===== config.mk =====
export PLATFORM = sky130hd
export DESIGN_NAME = mem_access_unit
export DESIGN_NICKNAME = d
export VERILOG_FILES = /design/src/verilog/mem_pkg.sv /design/src/verilog/access_ctrl.sv /design/src/verilog/load_align.sv /design/src/verilog/mem_access_unit.sv /design/src/verilog/request_regs.sv /design/src/verilog/store_format.sv
export SDC_FILE = /design/constraint.sdc
export NUM_CORES = 1
export LEC_CHECK = 0
export ABC_AREA = 1
export ABC_CLOCK_PERIOD_IN_PS = 2500
export BUFFER_PORTS_ARGS = -buffer_cell sky130_fd_sc_hd__buf_2
export CORE_UTILIZATION = 25
export CTS_BUF_LIST = sky130_fd_sc_hd__clkbuf_8
export DETAILED_ROUTE_END_ITERATION = 10
export SYNTH_ARGS = -nofsm -noshare
export SYNTH_HDL_FRONTEND = slang
export SYNTH_HIERARCHICAL = 1
export SYNTH_SLANG_ARGS = --single-unit

===== constraint.sdc =====
create_clock -name clk -period 2.5 [get_ports clk]
set_input_delay 0.75 -clock clk [delete_from_list [all_inputs] [get_ports clk]]
set_output_delay 0.75 -clock clk [all_outputs]
set_load 0.03 [all_outputs]

===== src/verilog/mem_pkg.sv =====
/*
 * Data memory access unit package
 * Widths, the word type, the request operations and the
 * states of the access sequencer
 */
`default_nettype none

package mem_pkg;

	localparam int WORD_W = 16;
	localparam int BYTE_W = 8;
	localparam int BE_W = 2;

	typedef logic [WORD_W-1:0] word_t;

	typedef enum logic [2:0] {
		op_ldw,
		op_ldb,
		op_stw,
		op_stb,
		op_ldi,
		op_sti
	} mem_op_t;

	// Pointer read only happens for indirect ops
	typedef enum logic [1:0] {
		st_idle,
		st_ptr,
		st_data,
		st_done
	} access_state_t;

endpackage : mem_pkg

`default_nettype wire


===== src/verilog/access_ctrl.sv =====
/*
 * Access sequencer
 * Steps through the optional pointer read and the final data
 * access, holds the memory strobes until each response and
 * signals completion with a one-cycle done
 */
`timescale 1ns/1ps
`default_nettype none

module access_ctrl
(
	input wire logic clk,
	input wire logic i_rst_n,
	input wire logic i_req,
	input wire mem_pkg::mem_op_t i_op,
	input wire logic i_mem_resp,
	output logic o_load_req,
	output logic o_ptr_load,
	output logic o_use_ptr,
	output logic o_result_load,
	output logic o_mem_read,
	output logic o_mem_write,
	output logic o_done,
	output logic o_busy
);

	mem_pkg::access_state_t state;
	mem_pkg::access_state_t state_next;
	logic req_ind;
	logic req_wr;
	logic ind_q;
	logic wr_q;

	// Decode of the incoming request
	always_comb
	begin
		req_ind = (i_op == mem_pkg::op_ldi) || (i_op == mem_pkg::op_sti);
		req_wr = (i_op == mem_pkg::op_stw) || (i_op == mem_pkg::op_stb)
			|| (i_op == mem_pkg::op_sti);
	end

	always_comb
	begin
		state_next = state;
		case (state)
			mem_pkg::st_idle:
				if (i_req)
					state_next = req_ind ? mem_pkg::st_ptr : mem_pkg::st_data;
			mem_pkg::st_ptr:
				if (i_mem_resp)
					state_next = mem_pkg::st_data;
			mem_pkg::st_data:
				if (i_mem_resp)
					state_next = mem_pkg::st_done;
			default:
				state_next = mem_pkg::st_idle;
		endcase
	end

	always_ff @(posedge clk)
	begin
		if (!i_rst_n)
		begin
			state <= mem_pkg::st_idle;
			ind_q <= 1'b0;
			wr_q <= 1'b0;
		end
		else
		begin
			state <= state_next;
			if (o_load_req)
			begin
				ind_q <= req_ind;
				wr_q <= req_wr;
			end
		end
	end

	assign o_load_req = i_req && (state == mem_pkg::st_idle);
	assign o_ptr_load = (state == mem_pkg::st_ptr);
	assign o_use_ptr = (state == mem_pkg::st_data) && ind_q;

	// Pointer fetch is always a read, even for an indirect store
	assign o_mem_read = (state == mem_pkg::st_ptr) || ((state == mem_pkg::st_data) && !wr_q);
	assign o_mem_write = (state == mem_pkg::st_data) && wr_q;
	assign o_result_load = (state == mem_pkg::st_data) && !wr_q && i_mem_resp;

	assign o_done = (state == mem_pkg::st_done);
	assign o_busy = (state != mem_pkg::st_idle);

endmodule : access_ctrl

`default_nettype wire


===== src/verilog/load_align.sv =====
/*
 * Load aligner
 * Zero-extends the addressed byte for byte loads, passes the
 * word otherwise and holds the result until the next load
 */
`timescale 1ns/1ps
`default_nettype none

module load_align
(
	input wire logic clk,
	input wire logic i_rst_n,
	input wire logic i_result_load,
	input wire mem_pkg::mem_op_t i_op,
	input wire mem_pkg::word_t i_addr,
	input wire mem_pkg::word_t i_mem_rdata,
	output mem_pkg::word_t o_rdata
);

	localparam int PAD_W = mem_pkg::WORD_W - mem_pkg::BYTE_W;

	mem_pkg::word_t aligned;
	mem_pkg::word_t result_q;

	always_comb
	begin
		if (i_op != mem_pkg::op_ldb)
			aligned = i_mem_rdata;
		else if (i_addr[0])
			aligned = {{PAD_W{1'b0}}, i_mem_rdata[mem_pkg::WORD_W-1:mem_pkg::BYTE_W]};
		else
			aligned = {{PAD_W{1'b0}}, i_mem_rdata[mem_pkg::BYTE_W-1:0]};
	end

	always_ff @(posedge clk)
	begin
		if (!i_rst_n)
			result_q <= '0;
		else if (i_result_load)
			result_q <= aligned;
	end

	assign o_rdata = result_q;

endmodule : load_align

`default_nettype wire


===== src/verilog/mem_access_unit.sv =====
/*
 * Data memory access unit
 * Carries out word, byte and indirect loads and stores on a
 * word-wide memory port with a response handshake
 */
`timescale 1ns/1ps
`default_nettype none

module mem_access_unit
(
	input wire logic clk,
	input wire logic i_rst_n,
	input wire logic i_req,
	input wire mem_pkg::mem_op_t i_op,
	input wire mem_pkg::word_t i_addr,
	input wire mem_pkg::word_t i_wdata,
	input wire logic i_mem_resp,
	input wire mem_pkg::word_t i_mem_rdata,
	output logic o_mem_read,
	output logic o_mem_write,
	output mem_pkg::word_t o_mem_addr,
	output mem_pkg::word_t o_mem_wdata,
	output logic [mem_pkg::BE_W-1:0] o_mem_be,
	output mem_pkg::word_t o_rdata,
	output logic o_done,
	output logic o_busy
);

	logic load_req;
	logic ptr_load;
	logic use_ptr;
	logic result_load;
	mem_pkg::mem_op_t op_q;
	mem_pkg::word_t wdata_q;

	access_ctrl access_ctrl
	(
		.clk,
		.i_rst_n,
		.i_req,
		.i_op,
		.i_mem_resp,
		.o_load_req(load_req),
		.o_ptr_load(ptr_load),
		.o_use_ptr(use_ptr),
		.o_result_load(result_load),
		.o_mem_read,
		.o_mem_write,
		.o_done,
		.o_busy
	);

	// Selected address drives the port and the lane logic
	request_regs request_regs
	(
		.clk,
		.i_rst_n,
		.i_load_req(load_req),
		.i_op,
		.i_addr,
		.i_wdata,
		.i_ptr_load(ptr_load),
		.i_use_ptr(use_ptr),
		.i_mem_resp,
		.i_mem_rdata,
		.o_op(op_q),
		.o_addr(o_mem_addr),
		.o_wdata(wdata_q)
	);

	store_format store_format
	(
		.i_op(op_q),
		.i_addr(o_mem_addr),
		.i_wdata(wdata_q),
		.o_mem_wdata,
		.o_mem_be
	);

	load_align load_align
	(
		.clk,
		.i_rst_n,
		.i_result_load(result_load),
		.i_op(op_q),
		.i_addr(o_mem_addr),
		.i_mem_rdata,
		.o_rdata
	);

endmodule : mem_access_unit

`default_nettype wire


===== src/verilog/request_regs.sv =====
/*
 * Request registers
 * Latch the operation, address and store data of a request,
 * capture the pointer word of an indirect access and select
 * the address of the current access
 */
`timescale 1ns/1ps
`default_nettype none

module request_regs
(
	input wire logic clk,
	input wire logic i_rst_n,
	input wire logic i_load_req,
	input wire mem_pkg::mem_op_t i_op,
	input wire mem_pkg::word_t i_addr,
	input wire mem_pkg::word_t i_wdata,
	input wire logic i_ptr_load,
	input wire logic i_use_ptr,
	input wire logic i_mem_resp,
	input wire mem_pkg::word_t i_mem_rdata,
	output mem_pkg::mem_op_t o_op,
	output mem_pkg::word_t o_addr,
	output mem_pkg::word_t o_wdata
);

	mem_pkg::mem_op_t op_q;
	mem_pkg::word_t addr_q;
	mem_pkg::word_t wdata_q;
	mem_pkg::word_t ptr_q;

	always_ff @(posedge clk)
	begin
		if (!i_rst_n)
			op_q <= mem_pkg::op_ldw;
		else if (i_load_req)
			op_q <= i_op;
	end

	always_ff @(posedge clk)
	begin
		if (i_load_req)
		begin
			addr_q <= i_addr;
			wdata_q <= i_wdata;
		end
		// Pointer arrives with the first read response
		if (i_ptr_load && i_mem_resp)
			ptr_q <= i_mem_rdata;
	end

	assign o_op = op_q;
	assign o_wdata = wdata_q;
	assign o_addr = i_use_ptr ? ptr_q : addr_q;

endmodule : request_regs

`default_nettype wire


===== src/verilog/store_format.sv =====
/*
 * Store formatter
 * Builds the memory write word and byte enables; a byte store
 * is copied into both lanes with one enable set
 */
`timescale 1ns/1ps
`default_nettype none

module store_format
(
	input wire mem_pkg::mem_op_t i_op,
	input wire mem_pkg::word_t i_addr,
	input wire mem_pkg::word_t i_wdata,
	output mem_pkg::word_t o_mem_wdata,
	output logic [mem_pkg::BE_W-1:0] o_mem_be
);

	logic [mem_pkg::BYTE_W-1:0] low_byte;

	assign low_byte = i_wdata[mem_pkg::BYTE_W-1:0];

	always_comb
	begin
		if (i_op == mem_pkg::op_stb)
		begin
			o_mem_wdata = {low_byte, low_byte};
			// Odd address selects the high lane
			if (i_addr[0])
				o_mem_be = 2'b10;
			else
				o_mem_be = 2'b01;
		end
		else
		begin
			o_mem_wdata = i_wdata;
			o_mem_be = 2'b11;
		end
	end

endmodule : store_format

`default_nettype wire

==> Word-level counts from Yosys, hierarchy flattened <==
Cells that the tools add are included.
{ "word_totals": {"latchBits": 0, "register_bits": 71, "memories": 0, "ram_bits": 0, "out_inout_bits": 54, "rom_bits": 0, "wordCells": 45, "input_bits": 55} }
{ "classes": {"shifts": 0, "div": 0, "n_lt_le_gt_ge": 0, "reduce_logical": 14, "mul": 0, "mux": 11, "n_addsub": 0, "bitwise": 0, "eq_ne": 12} }
{ "op_table": {"columns": ["cell", "count"], "rows": [
  ["2-to-1 mux 16 bit", 3],
  ["2-to-1 mux 2 bit", 6],
  ["== test 3 x 2 -> 1 bit (second input constant)", 3],
  ["2-to-1 mux 8 bit", 1],
  ["== test 3 bit (second input constant)", 2],
  ["logical AND 1 bit", 6],
  ["inequality test 2 bit (second input constant)", 3],
  ["one-hot mux 2 bit (3 select lines)", 1],
  ["== test 2 bit (second input constant)", 2],
  ["logical OR 1 bit", 4],
  ["inequality test 3 x 1 -> 1 bit (second input constant)", 1],
  ["AND reduction 3 bit", 1],
  ["== test 2 x 1 -> 1 bit (second input constant)", 1],
  ["logical NOT 2 bit", 1],
  ["nonzero test 2 bit", 1],
  ["logical NOT 1 bit", 1]
]} }

==> Logic depth before layout (Yosys ltp) <==
{ "logic_depth": {"depth_word": 5, "depth_mapped": 13, "ltp_nobuf": 11} }

==> Modules after synthesis <==
Netlist, hierarchy kept.
{ "by_module_without_submodules": {"columns": ["mod", "seq_area_each_um2", "instances", "area_each_um2", "cells_per_inst"], "rows": [
  ["request_regs", 1501.4, 1, 1814.2, 119],
  ["load_align", 320.3, 1, 745.7, 106],
  ["access_ctrl", 80.1, 1, 316.6, 49],
  ["store_format", 0.0, 1, 229.0, 40]
]} }

==> Worst setup path before layout <==
Ideal clock, no wire load.
{ "synth_path": {"kind": "register to output", "from": "register access_ctrl.state[0]", "to": "output o_mem_addr[2]", "setup_slack_ns": 0.115, "n_path_buf": 1, "required_ns": 1.750, "arrival_ns": 1.635, "path_stages_with_launch": 7, "cell_sequence": "dfxtp_1 inv_2 ha_1 nand2_1 inv_1 buf_6 o21ai_0"} }
{ "synth_between": {"elab_chain_len": 3} }
{ "synth_lines": {"columns": ["element", "line_no", "text"], "rows": [
  ["from (decl)", "access_ctrl.sv:27", "mem_pkg::access_state_t state;"],
  ["from (signal assigned)", "access_ctrl.sv:64", "state <= mem_pkg::st_idle;"],
  ["from (signal assigned)", "access_ctrl.sv:70", "state <= state_next;"],
  ["== test 2 bit", "access_ctrl.sv:81", "assign o_use_ptr = (state == mem_pkg::st_data) && ind_q;"],
  ["logical AND 1 bit", "access_ctrl.sv:81", null],
  ["net use_ptr", "mem_access_unit.sv:31", "logic use_ptr;"],
  ["2-to-1 mux 16 bit", "request_regs.sv:54", "assign o_addr = i_use_ptr ? ptr_q : addr_q;"],
  ["to (decl)", "mem_access_unit.sv:21", "output mem_pkg::word_t o_mem_addr,"]
]} }
The timed path passes the listed nets, and every way through them passes these cells.

==> Worst setup path in the final report <==
{ "layout_path": {"from": "register access_ctrl.state[0]", "to": "output o_mem_addr[7]"} }
The elaborated chain is that of the path after synthesis.

==> results.sh <==
export IMPL_outcome="completed"
export IMPL_synthTopCellsByArea="edfxtp_1 (46%), dfxtp_1 (15%), nand2_1 (9.3%)"
export IMPL_min_period_ns=2.44
export IMPL_drive_gt1_share_pct=37.6
export IMPL_die_area_um2=12900
export IMPL_clkLatencyLatePin_ns=0.36
export IMPL_ant_nets=0
export IMPL_post_dp_hpwl_um=5590
export IMPL_gp_congestion=0.762
export IMPL_yosysWarnings=6
export IMPL_holdPathEnd="request_regs/o_op[2]$_SDFFE_PN0P_"
export IMPL_final_common_cell="buf_2"
export IMPL_yosysTopAreaCellShare_pct=46.4
export IMPL_rows=40
export IMPL_pwr_density_cell_nw_per_um2=1030
export IMPL_grt_pass1_vias=2368
export IMPL_synthToLayoutAreaGrowth_pct=33.2
export IMPL_rr_worst_depth=7
export IMPL_diodes=0
export IMPL_synth_nets=373
export IMPL_drtIter0Drc=76
export IMPL_drv_cap=0
export IMPL_rsz0062_at_grt="yes"
export IMPL_wl_per_cell_um=13.0
export IMPL_clkSlewWorstSetupHoldPaths_ns=0.08
export IMPL_grt_max_degree=33
export IMPL_synth_cell_type_count=24
export IMPL_hp_class="reg -> reg"
export IMPL_cp_data_arrival_time_ns=1.69
export IMPL_instances_no_fill=596
export IMPL_setup_viol=0
export IMPL_relSlewSlack_pct=56.5
export IMPL_period_share_pct=97.5
export IMPL_place_port_buffers=108
export IMPL_ys_ff_latch=71
export IMPL_clock_sinks=71
export IMPL_min_delay_path_depth=2
export IMPL_dieHeight_um=113
export IMPL_critPathCaptureType="output pin"
export IMPL_cp_cell_sequence="inv_2 > ha_4 > nand2_2 > inv_4 > bufbuf_16 > o21ai_1 > buf_4"
export IMPL_crit_start="access_ctrl/state[0]$_SDFFE_PN0P_"
export IMPL_postCtsHoldBufs=0
export IMPL_critPathSlowestCell="dfxtp_2"
export IMPL_dr_pass1_iters=4
export IMPL_drc=0
export IMPL_cts_inserted_buffers=9
export IMPL_critPathMaxFanout=13
export IMPL_clock_fmax_ghz=0.410
export IMPL_fin_ws_ns=0.0631
export IMPL_mostFrequentLayoutCells="buf_2 (92), nand2_1 (76), edfxtp_1 (48)"
export IMPL_num_nets_final=482
export IMPL_critPathMaxStageDelay_ns=0.34
export IMPL_p_leak_nw=1.90
export IMPL_grt_pass1_wl_um=11900
export IMPL_wl_um=7720
export IMPL_hold_violations=0
export IMPL_setup_tns_final_ns=0
export IMPL_min_from="request_regs/o_op[2]$_SDFFE_PN0P_"
export IMPL_vias=2440
export IMPL_worst_pin_slew_ns=0.651
export IMPL_crit_type="reg -> out"
export IMPL_yosysSeqAreaShare_pct=61.2
export IMPL_clockBufferDepth=2
export IMPL_rr_endpoint="access_ctrl/ind_q$_SDFFE_PN0P_"
export IMPL_preCtsSetupSlack_ns=0.219
export IMPL_cts_root_buf="clkbuf_8"
export IMPL_grtUsageTotal_pct=12.4
export IMPL_yosysTopAreaCell="edfxtp_1"
export IMPL_placed_cells=577
export IMPL_antenna_found_initial=0
export IMPL_io_pins=109
export IMPL_cp_data_required_time_ns=1.75
export IMPL_reg2reg_from="access_ctrl/state[1]$_SDFFE_PN0P_"
export IMPL_syn_area_per_cell_um2=9.89
export IMPL_cts_tree="done"
export IMPL_final_setup_skew_ns=0.0117
export IMPL_viasPerCell=4.09
export IMPL_die_x_um=113
export IMPL_start_util_pct=25.7
export IMPL_syn_inst=314
export IMPL_coreArea_um2=12100
export IMPL_vdd_ir_drop_worst_mv=0.566
export IMPL_synth_area_um2=3110
export IMPL_regToRegSetupSlack_ns=0.78
export IMPL_slew_violations=0
export IMPL_crit_path_start_kind="register"
export IMPL_htreeDepth=3
export IMPL_overflow=0
==> sequential cells by signal (all words and copies together), names as in the netlist <==
signal	flops
request_regs/addr_q	16
load_align/o_rdata	16
request_regs/o_wdata	16
access_ctrl/wr_q	1
request_regs/o_op	3
request_regs/ptr_q	16
access_ctrl/state	2
access_ctrl/ind_q	1
==> Yosys cell counts, drive strengths merged <==
cell and number:
clkbuf 1, nor3 1, inv 45, nand4 16, nand3 11, o21ai 28, ha 4, a21oi 11
dfxtp 23, edfxtp 48, buf 16, clkinv 1, nor2 28, nand2 80, o21bai 1
==> cell families (layout without fill, tap and decap cells) <==
group           count (synthesis)  count (layout)  share of synthesized area, %
buf+inv                        63             177                          9.99
compound gates                 40              40                          7.37
simple gates                  136             136                          19.8
fa+ha+maj                       4               4                          1.61
flops                          71              71                          61.2
==> worst max-delay path by stage <==
stage	end	slack [ns]	cells past startpoint
after floorplan	o_mem_addr[2]	0.11	6
after global placement	o_mem_addr[2]	0.28	8
after detailed placement	o_mem_addr[11]	0.22	8
after CTS	o_mem_addr[4]	-0.02	7
after global routing	o_mem_addr[2]	-0.03	7
final	o_mem_addr[7]	0.06	7
==> metrics by stage <==
step	hold WS [ns]	power, W	cell area [µm²]	utilization [%]
2_1_floorplan	0.475	0.00279	3110	-
3_3_place_gp	0.500	0.00319	3780	31.3
3_5_place_dp	0.514	0.00323	3780	31.3
4_1_cts	0.536	0.00426	4070	33.7
5_1_grt	0.537	0.00451	4140	34.3
6_report	0.537	0.00425	4140	34.3
==> area by class of cell <==
| class | instances | area, µm² |
|---|---|---|
| clock buffers | 10 | 138 |
| clock inverters | 6 | 61.3 |
| fillers | 1242 | 7930 |
| inverters | 46 | 176 |
| multi-input cells | 180 | 943 |
| flip-flops and latches | 71 | 1910 |
| well taps | 168 | 210 |
| repair buffers | 115 | 702 |
==> metal layers <==
layer / track usage (%) / wire (µm) / vias to the layer above
li1: - / - / 1242
met4: 3.42 / 78 / 0
met1: 13.4 / 3220 / 1112
met3: 6.00 / 593 / 7
met5: 0 / 0 / -
met2: 21.6 / 3820 / 79
==> where the power goes <==
group	switching (W)	leakage, nW	internal (W)	total (W)
logic	0.00111	1.16	0.000531	0.00164
clock network	0.000441	0.107	0.000484	0.000925
registers	0.000138	0.637	0.00155	0.00168
total	0.00169	1.90	0.00256	0.00425
==> critical path, delay by kind of cell (launching register included) <==
kind / cells / cell delay [ns]
AO/OA/AOI/OAI: 1 / 0.14
buffers and inverters: 4 / 0.59
adder cells (fa/ha/maj): 1 / 0.17
flip-flops: 1 / 0.34
AND/OR/NAND/NOR: 1 / 0.08
==> timing repair <==
action,4_1_cts,5_1_grt
gates cloned,1,0
setup buffers,2,0
setup endpoints to repair,18,23
pin swaps,0,1
hold endpoints to repair,0,0
gates resized for setup,23,27
Power figures use the tool's default switching activity.
